===== src/logic/sine_quarter_table.svh =====
// quarter-wave sine magnitudes for the tone oscillator
// entry k = round(8191 * sin((k + 0.5) * pi / 128))

// half-step offset keeps the mirror symmetric, no entry sits on zero
localparam logic [12:0] SINE_QUARTER [64] = '{
  // k = 0 .. 7
  13'd101,  13'd301,  13'd502,  13'd703,
  13'd903,  13'd1102, 13'd1301, 13'd1499,
  // k = 8 .. 15
  13'd1696, 13'd1893, 13'd2088, 13'd2281,
  13'd2474, 13'd2665, 13'd2854, 13'd3041,
  // k = 16 .. 23
  13'd3227, 13'd3411, 13'd3593, 13'd3772,
  13'd3950, 13'd4124, 13'd4297, 13'd4467,
  // k = 24 .. 31
  13'd4634, 13'd4798, 13'd4960, 13'd5118,
  13'd5274, 13'd5426, 13'd5575, 13'd5720,
  // k = 32 .. 39
  13'd5863, 13'd6001, 13'd6136, 13'd6267,
  13'd6395, 13'd6519, 13'd6638, 13'd6754,
  // k = 40 .. 47
  13'd6866, 13'd6973, 13'd7077, 13'd7176,
  13'd7271, 13'd7361, 13'd7447, 13'd7528,
  // k = 48 .. 55
  13'd7605, 13'd7678, 13'd7745, 13'd7809,
  13'd7867, 13'd7921, 13'd7969, 13'd8013,
  // k = 56 .. 63, approaching full scale
  13'd8053, 13'd8087, 13'd8116, 13'd8141,
  13'd8161, 13'd8176, 13'd8185, 13'd8190
};


===== src/logic/wspr_pkg.sv =====
// wspr beacon shared definitions
// band and tone types, register map, reset tone words, message symbols
`default_nettype none

package wspr_pkg;

  ////////////////////////////////////////
  // types
  ////////////////////////////////////////

  // bands in rotation order
  typedef enum logic [1:0] {
    band_40m = 2'd0,
    band_30m = 2'd1,
    band_20m = 2'd2
  } band_t;

  // nco phase increment, f = word / 2^32 * f_clk
  typedef logic [31:0] tone_word_t;

  // 4-fsk tone number
  typedef logic [1:0] symbol_t;

  ////////////////////////////////////////
  // sizes
  ////////////////////////////////////////

  localparam int NUM_BANDS         = 3;
  localparam int TONES_PER_BAND    = 4;
  localparam int NUM_TONE_WORDS    = NUM_BANDS * TONES_PER_BAND;
  localparam int SYMBOLS_PER_FRAME = 162;
  localparam int SYMBOL_INDEX_W    = 8;
  localparam int DAC_W             = 14;

  // apb map, tone word at band*16 + tone*4
  localparam logic [7:0] ADDR_TONE_BASE   = 8'h00;
  localparam logic [7:0] ADDR_BAND_ENABLE = 8'h40;

  // reference phase words, 1.4648 hz tone spacing at 122.88 mhz
  localparam tone_word_t RESET_TONE_WORDS [NUM_BANDS][TONES_PER_BAND] = '{
    '{32'd246069330, 32'd246069381, 32'd246069432, 32'd246069484},
    '{32'd354425679, 32'd354425730, 32'd354425781, 32'd354425832},
    '{32'd492729358, 32'd492729409, 32'd492729460, 32'd492729511}
  };

  // beacon message, one tone number per symbol
  localparam symbol_t MESSAGE_SYMBOLS [SYMBOLS_PER_FRAME] = '{
    2'd3, 2'd3, 2'd0, 2'd0, 2'd2, 2'd0, 2'd0, 2'd0, 2'd1, 2'd0, 2'd2, 2'd0, 2'd1, 2'd3, 2'd1, 2'd2,
    2'd2, 2'd2, 2'd1, 2'd0, 2'd3, 2'd1, 2'd0, 2'd3, 2'd3, 2'd1, 2'd3, 2'd0, 2'd0, 2'd2, 2'd0, 2'd2,
    2'd2, 2'd0, 2'd0, 2'd1, 2'd3, 2'd2, 2'd1, 2'd0, 2'd2, 2'd2, 2'd2, 2'd2, 2'd3, 2'd0, 2'd3, 2'd1,
    2'd0, 2'd0, 2'd3, 2'd0, 2'd2, 2'd3, 2'd0, 2'd1, 2'd3, 2'd0, 2'd2, 2'd1, 2'd0, 2'd2, 2'd2, 2'd1,
    2'd2, 2'd0, 2'd3, 2'd3, 2'd2, 2'd0, 2'd1, 2'd3, 2'd3, 2'd2, 2'd0, 2'd2, 2'd0, 2'd3, 2'd0, 2'd0,
    2'd1, 2'd0, 2'd2, 2'd1, 2'd3, 2'd2, 2'd2, 2'd1, 2'd1, 2'd0, 2'd0, 2'd3, 2'd2, 2'd3, 2'd0, 2'd2,
    2'd0, 2'd1, 2'd3, 2'd2, 2'd1, 2'd3, 2'd0, 2'd2, 2'd3, 2'd3, 2'd0, 2'd0, 2'd2, 2'd2, 2'd2, 2'd1,
    2'd3, 2'd1, 2'd2, 2'd0, 2'd0, 2'd1, 2'd0, 2'd2, 2'd3, 2'd2, 2'd1, 2'd3, 2'd0, 2'd0, 2'd3, 2'd2,
    2'd0, 2'd2, 2'd0, 2'd1, 2'd1, 2'd0, 2'd3, 2'd2, 2'd3, 2'd3, 2'd2, 2'd0, 2'd2, 2'd2, 2'd1, 2'd3,
    2'd2, 2'd1, 2'd2, 2'd0, 2'd3, 2'd0, 2'd0, 2'd1, 2'd2, 2'd2, 2'd1, 2'd3, 2'd3, 2'd2, 2'd3, 2'd0,
    2'd3, 2'd2
  };

endpackage

`default_nettype wire


===== src/logic/tone_word_regs.sv =====
// apb tone register block
// twelve nco tone words and the band enable mask, zero wait states
`timescale 1ns/1ps
`default_nettype none

module tone_word_regs (
  input  wire logic                                          C122_clk,
  input  wire logic                                          reset,
  input  wire logic [7:0]                                    paddr,
  input  wire logic                                          psel,
  input  wire logic                                          penable,
  input  wire logic                                          pwrite,
  input  wire logic [31:0]                                   pwdata,
  output logic      [31:0]                                   prdata,
  output logic                                               pready,
  output logic                                               pslverr,
  output wspr_pkg::tone_word_t [wspr_pkg::NUM_TONE_WORDS-1:0] tone_words,
  output logic      [wspr_pkg::NUM_BANDS-1:0]                band_enable
);

  ////////////////////////////////////////
  // address decode
  ////////////////////////////////////////

  logic       access;
  logic       aligned;
  logic       hit_tone;
  logic       hit_mask;
  logic       valid;
  logic [7:0] tone_offset;
  logic [3:0] tone_sel;

  // access phase of a transfer
  assign access = psel && penable;
  assign aligned = (paddr[1:0] == 2'b00);

  // tone words fill 0x00..0x2f, band in [5:4], tone in [3:2]
  assign tone_offset = paddr - wspr_pkg::ADDR_TONE_BASE;
  assign tone_sel = tone_offset[5:2];
  assign hit_tone = aligned && (paddr >= wspr_pkg::ADDR_TONE_BASE) &&
                    (tone_offset < 8'(wspr_pkg::NUM_TONE_WORDS * 4));
  assign hit_mask = (paddr == wspr_pkg::ADDR_BAND_ENABLE);
  assign valid = hit_tone || hit_mask;

  // never stalls
  assign pready = 1'b1;
  assign pslverr = access && !valid;

  // read mux, zero outside the map
  always_comb begin
    prdata = '0;
    if (hit_tone) begin
      prdata = tone_words[tone_sel];
    end else if (hit_mask) begin
      prdata = 32'(band_enable);
    end
  end

  ////////////////////////////////////////
  // registers
  ////////////////////////////////////////

  always_ff @(posedge C122_clk) begin
    if (reset) begin
      // reference phase words, all bands on
      for (int b = 0; b < wspr_pkg::NUM_BANDS; b++) begin
        for (int t = 0; t < wspr_pkg::TONES_PER_BAND; t++) begin
          tone_words[b * wspr_pkg::TONES_PER_BAND + t] <= wspr_pkg::RESET_TONE_WORDS[b][t];
        end
      end
      band_enable <= '1;
    end else if (access && pwrite && valid) begin
      if (hit_tone) begin
        tone_words[tone_sel] <= pwdata;
      end else begin
        // upper mask bits are ignored
        band_enable <= pwdata[wspr_pkg::NUM_BANDS-1:0];
      end
    end
  end

  // access phase only follows a setup phase
  a_penable_needs_psel: assert property (
    @(posedge C122_clk) disable iff (reset) penable |-> psel
  );

endmodule

`default_nettype wire


===== src/logic/wspr_frame_timer.sv =====
// wspr frame timer
// frame and symbol counters, band rotation and the transmit window
`timescale 1ns/1ps
`default_nettype none

module wspr_frame_timer #(
  parameter longint unsigned CYCLES_PER_SYMBOL = 64'd83886080,
  parameter longint unsigned CYCLES_PER_FRAME  = 64'd14745600000
) (
  input  wire logic                                     C122_clk,
  input  wire logic                                     reset,
  input  wire logic [wspr_pkg::NUM_BANDS-1:0]           band_enable,
  output logic                                          frame_start,
  output logic                                          symbol_tick,
  output wspr_pkg::band_t                               band,
  output logic      [wspr_pkg::SYMBOL_INDEX_W-1:0]      symbol_index,
  output logic                                          tx_window
);

  localparam int SYM_W   = $clog2(CYCLES_PER_SYMBOL);
  localparam int FRAME_W = $clog2(CYCLES_PER_FRAME);
  localparam logic [wspr_pkg::SYMBOL_INDEX_W-1:0] LAST_INDEX =
    wspr_pkg::SYMBOL_INDEX_W'(wspr_pkg::SYMBOLS_PER_FRAME);

  logic [FRAME_W-1:0] frame_cnt;
  logic [SYM_W-1:0]   sym_cnt;
  logic               frame_last;
  logic               sym_last;
  logic               sym_pre_last;
  logic               sending;
  logic               started;
  logic               band_on;
  wspr_pkg::band_t    band_next;

  // rotation 40 -> 30 -> 20 -> 40
  function automatic wspr_pkg::band_t next_band(input wspr_pkg::band_t cur);
    case (cur)
      wspr_pkg::band_40m: next_band = wspr_pkg::band_30m;
      wspr_pkg::band_30m: next_band = wspr_pkg::band_20m;
      default:            next_band = wspr_pkg::band_40m;
    endcase
  endfunction

  assign frame_last   = (frame_cnt == FRAME_W'(CYCLES_PER_FRAME - 1));
  assign sym_last     = (sym_cnt == SYM_W'(CYCLES_PER_SYMBOL - 1));
  assign sym_pre_last = (sym_cnt == SYM_W'(CYCLES_PER_SYMBOL - 2));
  assign sending      = (symbol_index < LAST_INDEX);

  // first frame stays on 40 m
  assign band_next = started ? next_band(band) : band;

  ////////////////////////////////////////
  // frame and symbol counters
  ////////////////////////////////////////

  always_ff @(posedge C122_clk) begin
    if (reset) begin
      // preload so the first frame starts right after reset
      frame_cnt    <= FRAME_W'(CYCLES_PER_FRAME - 1);
      sym_cnt      <= '0;
      symbol_index <= LAST_INDEX;
      band         <= wspr_pkg::band_40m;
      started      <= 1'b0;
      band_on      <= 1'b0;
      frame_start  <= 1'b0;
      symbol_tick  <= 1'b0;
      tx_window    <= 1'b0;
    end else begin
      frame_start <= frame_last;
      // window lines up with the oscillator amplitude register
      tx_window   <= band_on && sending;
      if (frame_last) begin
        frame_cnt    <= '0;
        sym_cnt      <= '0;
        symbol_index <= '0;
        symbol_tick  <= 1'b0;
        started      <= 1'b1;
        band         <= band_next;
        // mask sampled once per frame
        band_on      <= band_enable[band_next];
      end else begin
        frame_cnt   <= frame_cnt + 1'b1;
        // tick in the last cycle of each symbol
        symbol_tick <= sym_pre_last && sending;
        if (sym_last) begin
          sym_cnt <= '0;
          if (sending) begin
            symbol_index <= symbol_index + 1'b1;
          end
        end else begin
          sym_cnt <= sym_cnt + 1'b1;
        end
      end
    end
  end

  a_index_in_range: assert property (
    @(posedge C122_clk) disable iff (reset) symbol_index <= LAST_INDEX
  );

  // message done, the window closes on the next cycle
  a_window_closes: assert property (
    @(posedge C122_clk) disable iff (reset) (symbol_index == LAST_INDEX) |=> !tx_window
  );

endmodule

`default_nettype wire


===== src/logic/fsk_tone_nco.sv =====
// 4-fsk tone oscillator
// message symbol lookup, tone word select, phase accumulator and sine output
`timescale 1ns/1ps
`default_nettype none

module fsk_tone_nco (
  input  wire logic                                           C122_clk,
  input  wire logic                                           reset,
  input  wire logic                                           frame_start,
  input  wire wspr_pkg::band_t                                band,
  input  wire logic [wspr_pkg::SYMBOL_INDEX_W-1:0]            symbol_index,
  input  wire wspr_pkg::tone_word_t [wspr_pkg::NUM_TONE_WORDS-1:0] tone_words,
  output logic signed [wspr_pkg::DAC_W-1:0]                   amplitude
);

  `include "sine_quarter_table.svh"

  localparam logic [wspr_pkg::SYMBOL_INDEX_W-1:0] LAST_INDEX =
    wspr_pkg::SYMBOL_INDEX_W'(wspr_pkg::SYMBOLS_PER_FRAME);

  ////////////////////////////////////////
  // tone selection
  ////////////////////////////////////////

  logic                 in_message;
  wspr_pkg::symbol_t    symbol;
  wspr_pkg::tone_word_t step;

  assign in_message = (symbol_index < LAST_INDEX);

  // past the last symbol the tone no longer matters
  assign symbol = in_message ? wspr_pkg::MESSAGE_SYMBOLS[symbol_index] : '0;

  // word index = band * 4 + tone
  assign step = tone_words[{band, symbol}];

  ////////////////////////////////////////
  // phase accumulator
  ////////////////////////////////////////

  logic [31:0] acc;
  logic [31:0] phase;

  // frame_start forces phase zero in the same cycle
  assign phase = frame_start ? '0 : acc;

  always_ff @(posedge C122_clk) begin
    if (reset) begin
      acc <= '0;
    end else if (frame_start || in_message) begin
      acc <= phase + step;
    end
  end

  ////////////////////////////////////////
  // sine lookup
  ////////////////////////////////////////

  logic [7:0]                      phase_index;
  logic [5:0]                      table_index;
  logic [12:0]                     magnitude;
  logic signed [wspr_pkg::DAC_W-1:0] sample;

  assign phase_index = phase[31:24];

  // second and fourth quadrant read the table backwards
  assign table_index = phase_index[6] ? ~phase_index[5:0] : phase_index[5:0];
  assign magnitude = SINE_QUARTER[table_index];

  // lower half cycle is negative
  always_comb begin
    sample = signed'({1'b0, magnitude});
    if (phase_index[7]) begin
      sample = -signed'({1'b0, magnitude});
    end
  end

  always_ff @(posedge C122_clk) begin
    amplitude <= sample;
  end

  // accumulator only moves while a message symbol is in force
  a_advance_in_message: assert property (
    @(posedge C122_clk) disable iff (reset)
    $changed(acc) |-> ($past(symbol_index) < LAST_INDEX)
  );

endmodule

`default_nettype wire


===== src/logic/beacon_output.sv =====
// beacon output stage
// gated dac sample, transmit key and the one-second square wave
`timescale 1ns/1ps
`default_nettype none

module beacon_output #(
  parameter longint unsigned PPS_HALF_PERIOD = 64'd61440000
) (
  input  wire logic                                C122_clk,
  input  wire logic                                reset,
  input  wire logic signed [wspr_pkg::DAC_W-1:0]   amplitude,
  input  wire logic                                tx_window,
  output logic signed      [wspr_pkg::DAC_W-1:0]   dac,
  output logic                                     tx_key,
  output logic                                     pps
);

  localparam int PPS_W = $clog2(PPS_HALF_PERIOD);

  logic [PPS_W-1:0] pps_cnt;

  ////////////////////////////////////////
  // dac and key
  ////////////////////////////////////////

  always_ff @(posedge C122_clk) begin
    if (reset) begin
      dac    <= '0;
      tx_key <= 1'b0;
    end else begin
      // silent between transmissions
      dac    <= tx_window ? amplitude : '0;
      tx_key <= tx_window;
    end
  end

  ////////////////////////////////////////
  // pps
  ////////////////////////////////////////

  always_ff @(posedge C122_clk) begin
    if (reset) begin
      pps_cnt <= '0;
      pps     <= 1'b0;
    end else if (pps_cnt == PPS_W'(PPS_HALF_PERIOD - 1)) begin
      pps_cnt <= '0;
      pps     <= ~pps;
    end else begin
      pps_cnt <= pps_cnt + 1'b1;
    end
  end

  a_dac_quiet_unkeyed: assert property (
    @(posedge C122_clk) disable iff (reset) !tx_key |-> (dac == '0)
  );

endmodule

`default_nettype wire


===== src/logic/pennywspr_beacon.sv =====
// wspr beacon core top
// apb tone registers, frame timer, tone oscillator and output stage
`timescale 1ns/1ps
`default_nettype none

module pennywspr_beacon #(
  parameter longint unsigned CYCLES_PER_SYMBOL = 64'd83886080,
  parameter longint unsigned CYCLES_PER_FRAME  = 64'd14745600000,
  parameter longint unsigned PPS_HALF_PERIOD   = 64'd61440000
) (
  input  wire logic                              C122_clk,
  input  wire logic                              reset,
  input  wire logic [7:0]                        paddr,
  input  wire logic                              psel,
  input  wire logic                              penable,
  input  wire logic                              pwrite,
  input  wire logic [31:0]                       pwdata,
  output logic      [31:0]                       prdata,
  output logic                                   pready,
  output logic                                   pslverr,
  output logic signed [wspr_pkg::DAC_W-1:0]      dac,
  output logic                                   tx_key,
  output wspr_pkg::band_t                        band,
  output logic                                   pps
);

  wspr_pkg::tone_word_t [wspr_pkg::NUM_TONE_WORDS-1:0] tone_words;
  logic [wspr_pkg::NUM_BANDS-1:0]                      band_enable;
  logic                                                frame_start;
  logic                                                symbol_tick;
  logic [wspr_pkg::SYMBOL_INDEX_W-1:0]                 symbol_index;
  logic                                                tx_window;
  logic signed [wspr_pkg::DAC_W-1:0]                   amplitude;

  ////////////////////////////////////////
  // input side
  ////////////////////////////////////////

  tone_word_regs tone_word_regs_i (
    .C122_clk, .reset, .paddr, .psel, .penable, .pwrite, .pwdata,
    .prdata, .pready, .pslverr, .tone_words, .band_enable
  );

  ////////////////////////////////////////
  // processing
  ////////////////////////////////////////

  wspr_frame_timer #(
    .CYCLES_PER_SYMBOL (CYCLES_PER_SYMBOL),
    .CYCLES_PER_FRAME  (CYCLES_PER_FRAME)
  ) wspr_frame_timer_i (
    .C122_clk, .reset, .band_enable, .frame_start, .symbol_tick,
    .band, .symbol_index, .tx_window
  );

  fsk_tone_nco fsk_tone_nco_i (
    .C122_clk, .reset, .frame_start, .band, .symbol_index, .tone_words, .amplitude
  );

  ////////////////////////////////////////
  // output side
  ////////////////////////////////////////

  beacon_output #(
    .PPS_HALF_PERIOD (PPS_HALF_PERIOD)
  ) beacon_output_i (
    .C122_clk, .reset, .amplitude, .tx_window, .dac, .tx_key, .pps
  );

  // oscillator sees the next symbol right after each tick
  a_tick_steps_symbol: assert property (
    @(posedge C122_clk) disable iff (reset)
    symbol_tick |=> (symbol_index == $past(symbol_index) + 1'b1)
  );

endmodule

`default_nettype wire


===== config.mk =====
export PLATFORM = sky130hd
export DESIGN_NAME = pennywspr_beacon
export DESIGN_NICKNAME = d
export VERILOG_FILES = /design/src/logic/wspr_pkg.sv /design/src/logic/tone_word_regs.sv /design/src/logic/wspr_frame_timer.sv /design/src/logic/fsk_tone_nco.sv /design/src/logic/beacon_output.sv /design/src/logic/pennywspr_beacon.sv
export VERILOG_INCLUDE_DIRS = /design/src /design/src/logic
export SDC_FILE = /design/constraint.sdc
export NUM_CORES = 2
export LEC_CHECK = 0
export ABC_CLOCK_PERIOD_IN_PS = 15700
export BUFFER_PORTS_ARGS = -buffer_cell sky130_fd_sc_hd__buf_2
export CORE_MARGIN = 1.5
export CORE_UTILIZATION = 43
export DETAILED_ROUTE_END_ITERATION = 8
export SLEW_MARGIN = 5
export SYNTH_ARGS = -nofsm -noshare
export SYNTH_HDL_FRONTEND = slang
export SYNTH_SLANG_ARGS = --single-unit
export TNS_END_PERCENT = 10

===== constraint.sdc =====
create_clock -name C122_clk -period 15.7 [get_ports C122_clk]
set_input_delay 3.14 -clock C122_clk [delete_from_list [all_inputs] [get_ports C122_clk]]
set_output_delay 3.14 -clock C122_clk [all_outputs]
set_load 0.05 [all_outputs]

Yosys cells after proc, flatten, opt, wreduce, memory -nomap -nowiden
Memories as Yosys holds them, arrays and structs flattened.
Index checks and enable logic that the tools add are counted.

storage, ports and cells
  bits of input ports = 45
  ROM bits = 1344
  memories = 2
  word-level logic and storage cells = 106
  flip-flop bits (word level) = 550
  output and inout port bits = 52

operators by class
  eq/ne operators = 5
  mux-type cells = 25
  reduce and logical (&&, ||, !) cells = 23
  add/sub/neg operators = 6
  bitwise logic cells = 6
  magnitude comparators = 9

memory list
  memory            depth  width  rd ports  clocked after Yosys merged registers in  wr ports  line                RTL
  (name not given)  64     13     1         0                                        0         fsk_tone_nco.sv:68  assign magnitude = SINE_QUARTER[table_index];
  (name not given)  256    2      1         0                                        0         fsk_tone_nco.sv:32  assign symbol = in_message ? wspr_pkg::MESSAGE_SYMBOLS[symbol_index] : '0;

operators with widths
  cell                                                                    number
  384-bit bitwise mux                                                     1
  32-bit binary-select mux with 4-bit select                              2
  32-bit two-way mux                                                      5
  32-bit demux with 4-bit select                                          1
  13-bit two-way mux                                                      3
  34-bit by 1-bit adder with 34-bit output (second input constant)        1
  34-bit equality test (second input constant)                            1
  34-bit two-way mux                                                      1
  32-bit adder                                                            1
  27-bit by 1-bit adder with 27-bit output (second input constant)        1
  27-bit equality test (second input constant)                            1
  26-bit by 1-bit adder with 26-bit output (second input constant)        1
  26-bit equality test (second input constant)                            1
  8-bit two-way mux                                                       3
  13-bit negation with 14-bit output                                      1
  4-bit by 5-bit < comparator with 1-bit output (second input constant)   2
  9-bit >= comparator (second input constant)                             1
  8-bit NOT with 9-bit output                                             1
  8-bit by 1-bit adder with 8-bit output (second input constant)          1
  8-bit by 7-bit equality test with 1-bit output (second input constant)  1
  8-bit by 1-bit >= comparator with 1-bit output (second input constant)  1
  1-bit logical AND                                                       8
  8-bit by 6-bit < comparator with 1-bit output (second input constant)   1
  8-bit < comparator (second input constant)                              1
  20 further kinds                                                        33

Depth between registers and ports, before layout
  word-level depth = 9
  mapped depth = 28

Hierarchy
A second synthesis with hierarchy kept.

second synthesis, totals
  cells, all modules = 3391
  area, all modules = 32294.7 µm²

by module, submodules not included
  module            sequential area each (µm²)  instances  area each (µm²)  cells an instance
  tone_word_regs    7747.4                      1          17844.6          1564
  fsk_tone_nco      920.9                       1          9080.0           1259
  wspr_frame_timer  1521.5                      1          3668.5           386
  beacon_output     840.8                       1          1701.6           182

Worst setup path after synthesis
No wires, ideal clock.

  kind = input to output
  from = input paddr[2]
  to = output prdata[23]
  setup slack = 7.063 ns
  data required time = 12.560 ns
  buffers on the path = 4
  data arrival time = 5.497 ns
  cell stages on the path = 7
  path through = clkbuf_1 buf_1 clkbuf_1 buf_1 mux4_2 a21oi_1 nor2_1

on the way
  cells in the longest elaborated chain, start to end = 4
  elaborated cells between the ends (all ways) = 7

RTL lines
  item                                            line                    RTL
  start, declared                                 pennywspr_beacon.sv:13  input wire logic [7:0] paddr,
  8-bit by 1-bit >= comparator with 1-bit output  tone_word_regs.sv:40    assign hit_tone = aligned && (paddr >= wspr_pkg::ADDR_TONE_BASE) &&
  1-bit logical AND (2 in series)                 tone_word_regs.sv:40
  32-bit two-way mux *                            tone_word_regs.sv:52    if (hit_tone) begin
  end, declared                                   pennywspr_beacon.sv:18  output logic [31:0] prdata,

Mark *: on every way between the ends. The rest lies on a longest branch, timed or not. The select of a mux whose other input is x is not followed.

Worst setup path in the final report
  from = input paddr[2]
  to = output prdata[26]

The elaborated chain is that of the path after synthesis.

==> impl_metrics.env <==
export IMPL_ir_drop_v=0.000187
export IMPL_nets=3759
export IMPL_p_leak_nw=12.5
export IMPL_syn_area_um2=30300
export IMPL_drt_total_wl_um=95800
export IMPL_fin_worst_skew_ns=0.0759
export IMPL_path_clk_slew_ns=0.06
export IMPL_grt_pass1_wl_um=149000
export IMPL_dp_hpwl_um=57400
export IMPL_track_usage=0.263
export IMPL_drive_gt1_frac=0.114
export IMPL_cts_resized=0
export IMPL_required_ns=12.56
export IMPL_finalSetupTns_ns=0
export IMPL_antenna_found_initial=8
export IMPL_fin_crit_ns=9.18
export IMPL_cts_tree="yes"
export IMPL_io_pins=97
export IMPL_via_per_inst=5.79
export IMPL_fillCellCount=6851
export IMPL_dr_pass1_iters=5
export IMPL_path_class="in2out"
export IMPL_layout_common_cells="nand2_1 (1,055), dfxtp_1 (547), a21oi_1 (385), nand3_1 (225), nor2_1 (204)"
export IMPL_ant_nets=0
export IMPL_grt_max_degree=153
export IMPL_io_buffers=95
export IMPL_die_h_um=269
export IMPL_syn_nets=3870
export IMPL_finish_utilization=0.474
export IMPL_clock_path_buffers=3
export IMPL_power_density_nw_per_um2=142
export IMPL_finalSetupViolCount=0
export IMPL_arrival_ns=6.04
export IMPL_htreeDepth=2
export IMPL_maxCapViolations=0
export IMPL_postCtsSetupBuffers=0
export IMPL_end_kind="output port"
export IMPL_core_um2=69900
export IMPL_numCtsBuffers=61
export IMPL_rsz0062_at_grt="false"
export IMPL_reg2regPathDepth=22
export IMPL_crit_path_frequent_cell="nor2_1"
export IMPL_globalplace_congestion=0.889
export IMPL_num_vias=27000
export IMPL_synth_area_per_cell_um2=8.04
export IMPL_die_x_um=269
export IMPL_mostFrequentLayoutCell="nand2_1"
export IMPL_die_area_um2=72100
export IMPL_synth_cell_types=94
export IMPL_ys_seq_area_frac=0.363
export IMPL_max_stage_delay_ns=0.77
export IMPL_first_iter_violations=2397
export IMPL_grt_pass1_vias=25400
export IMPL_wl_per_cell_um=20.6
export IMPL_grt_overflow=0
export IMPL_fmax_ghz=0.109
export IMPL_async_flop_share=0
export IMPL_hold_buffers=0
export IMPL_drc=0
export IMPL_status="finished, final reports clean"
export IMPL_min_delay_path_depth=1
export IMPL_fp_row_count=97
export IMPL_cpMaxStageDelayCell="buf_4"
export IMPL_start_util=0.434
export IMPL_area_growth_pct=9.17
export IMPL_min_path_type="reg2reg"
export IMPL_tightest_slew_ns=1.23
export IMPL_crit_chain="buf_6 -> buf_4 -> mux4_2 -> mux2i_1 -> nor2_1 -> a21oi_1 -> nor2_1 -> buf_2"
export IMPL_synth_edf_count=0
export IMPL_relSlewSlack=0.179
export IMPL_cts_root_buffer="clkbuf_16"
export IMPL_fin_crit_sh=0.585
export IMPL_synth_warnings=0
export IMPL_clock_latency_ns=0.67
export IMPL_path_max_fanout=60
export IMPL_finalHoldViolCount=0
export IMPL_drv_slew=0
export IMPL_ys_ff_latch=550
export IMPL_netlist_instances=3770
export IMPL_synth_main_ff_cell="dfxtp_1"
export IMPL_startpoint_type="primary input"
export IMPL_cts_sinks=550
## worst paths after layout
path / to / slack [ns] / startpoint
worst max-delay path: prdata[26] / 6.52 / paddr[2]
worst min-delay path: beacon_output_i.dac[11] / 0.43 / fsk_tone_nco_i.amplitude[11]
worst max register to register: fsk_tone_nco_i.acc[31] / 7.83 / wspr_frame_timer_i.symbol_index[1]
worst min register to register: beacon_output_i.dac[11] / 0.43 / fsk_tone_nco_i.amplitude[11]
## worst max-delay path: cells and delay by family
family	cells	cell delay, ns
muxes	2	0.73
AOI/OAI and AO/OA	1	0.30
and+or+nand+nor	2	0.14
buffers and inverters	3	1.64
## cell families (layout without fill, tap and decap cells)
family                     Yosys count  in the layout  share of synthesized area
other                                1              3                   0.000124
AOI/OAI and AO/OA                  658            658                      0.128
DFF                                550            550                      0.363
and+or+nand+nor                   1739           1739                      0.246
muxes                              308            308                      0.156
adders and majority gates           55             55                     0.0229
buffers and inverters              345            286                     0.0506
xor gates and xnor gates           114            114                     0.0329
## power breakdown
| group | switching (mW) | internal, mW | leakage, nW |
|---|---|---|---|
| registers | 0.0655 | 1.47 | 4.45 |
| logic | 1.06 | 0.634 | 7.04 |
| clock network | 0.611 | 0.845 | 1.01 |
## through the flow
stage / worst slack [ns] / cell area, µm² / total power [mW] / cells / hold slack [ns]
finish: 6.52 / 33100 / 4.69 / 4653 / 0.425
global route: 6.26 / 33100 / 4.94 / 4651 / 0.436
CTS: 6.49 / 33100 / 4.70 / 4651 / 0.426
detailed placement: 6.48 / 31100 / 3.24 / 4536 / 0.412
global placement: 6.53 / 31100 / 3.24 / 4536 / 0.408
floorplan: 7.06 / 30300 / 2.95 / 3770 / 0.406
## cells in the mapped netlist (47+ instances only)
cell type,count,share of area
clkbuf_1,234,0.029
o21ai_0,72,0.012
ha_1,54,0.022
mux2i_1,173,0.057
nor2b_1,47,0.0097
a21oi_1,385,0.064
xor2_1,54,0.016
dfxtp_1,550,0.36
nand3_1,225,0.037
xnor2_1,60,0.017
nor2_1,213,0.026
nand2_1,1064,0.13
mux4_2,132,0.098
## metal layers
layer / share of wire / GRT usage
met5: 0.00058 / 0
met4: 0.026 / 0.0815
met3: 0.089 / 0.0557
met2: 0.46 / 0.425
met1: 0.43 / 0.350
## area by class of cell
type / instances / area [µm²] / share of cell area
multi-input combinational: 2875 / 17900 / 0.541
inverter: 40 / 155 / 0.00469
tap: 940 / 1180 / 0.0355
timing repair buffer: 131 / 801 / 0.0242
sequential: 550 / 11000 / 0.333
clock buffer: 89 / 1760 / 0.0533
antenna: 2 / 5.00 / 0.000151
clock inverter: 26 / 280 / 0.00847
## state kept, by name, indices dropped and copies added, names as in the netlist
register	count
wspr_frame_timer_i.band_on	1
tone_word_regs_i.tone_words	384
beacon_output_i.dac	14
wspr_frame_timer_i.started	1
wspr_frame_timer_i.band	2
fsk_tone_nco_i.acc	32
wspr_frame_timer_i.symbol_index	8
beacon_output_i.tx_key	1
fsk_tone_nco_i.amplitude	14
beacon_output_i.pps_cnt	26
beacon_output_i.pps	1
wspr_frame_timer_i.sym_cnt	27
wspr_frame_timer_i.frame_start	1
tone_word_regs_i.band_enable	3
wspr_frame_timer_i.tx_window	1
wspr_frame_timer_i.frame_cnt	34
Power figures use the tool's default switching activity.
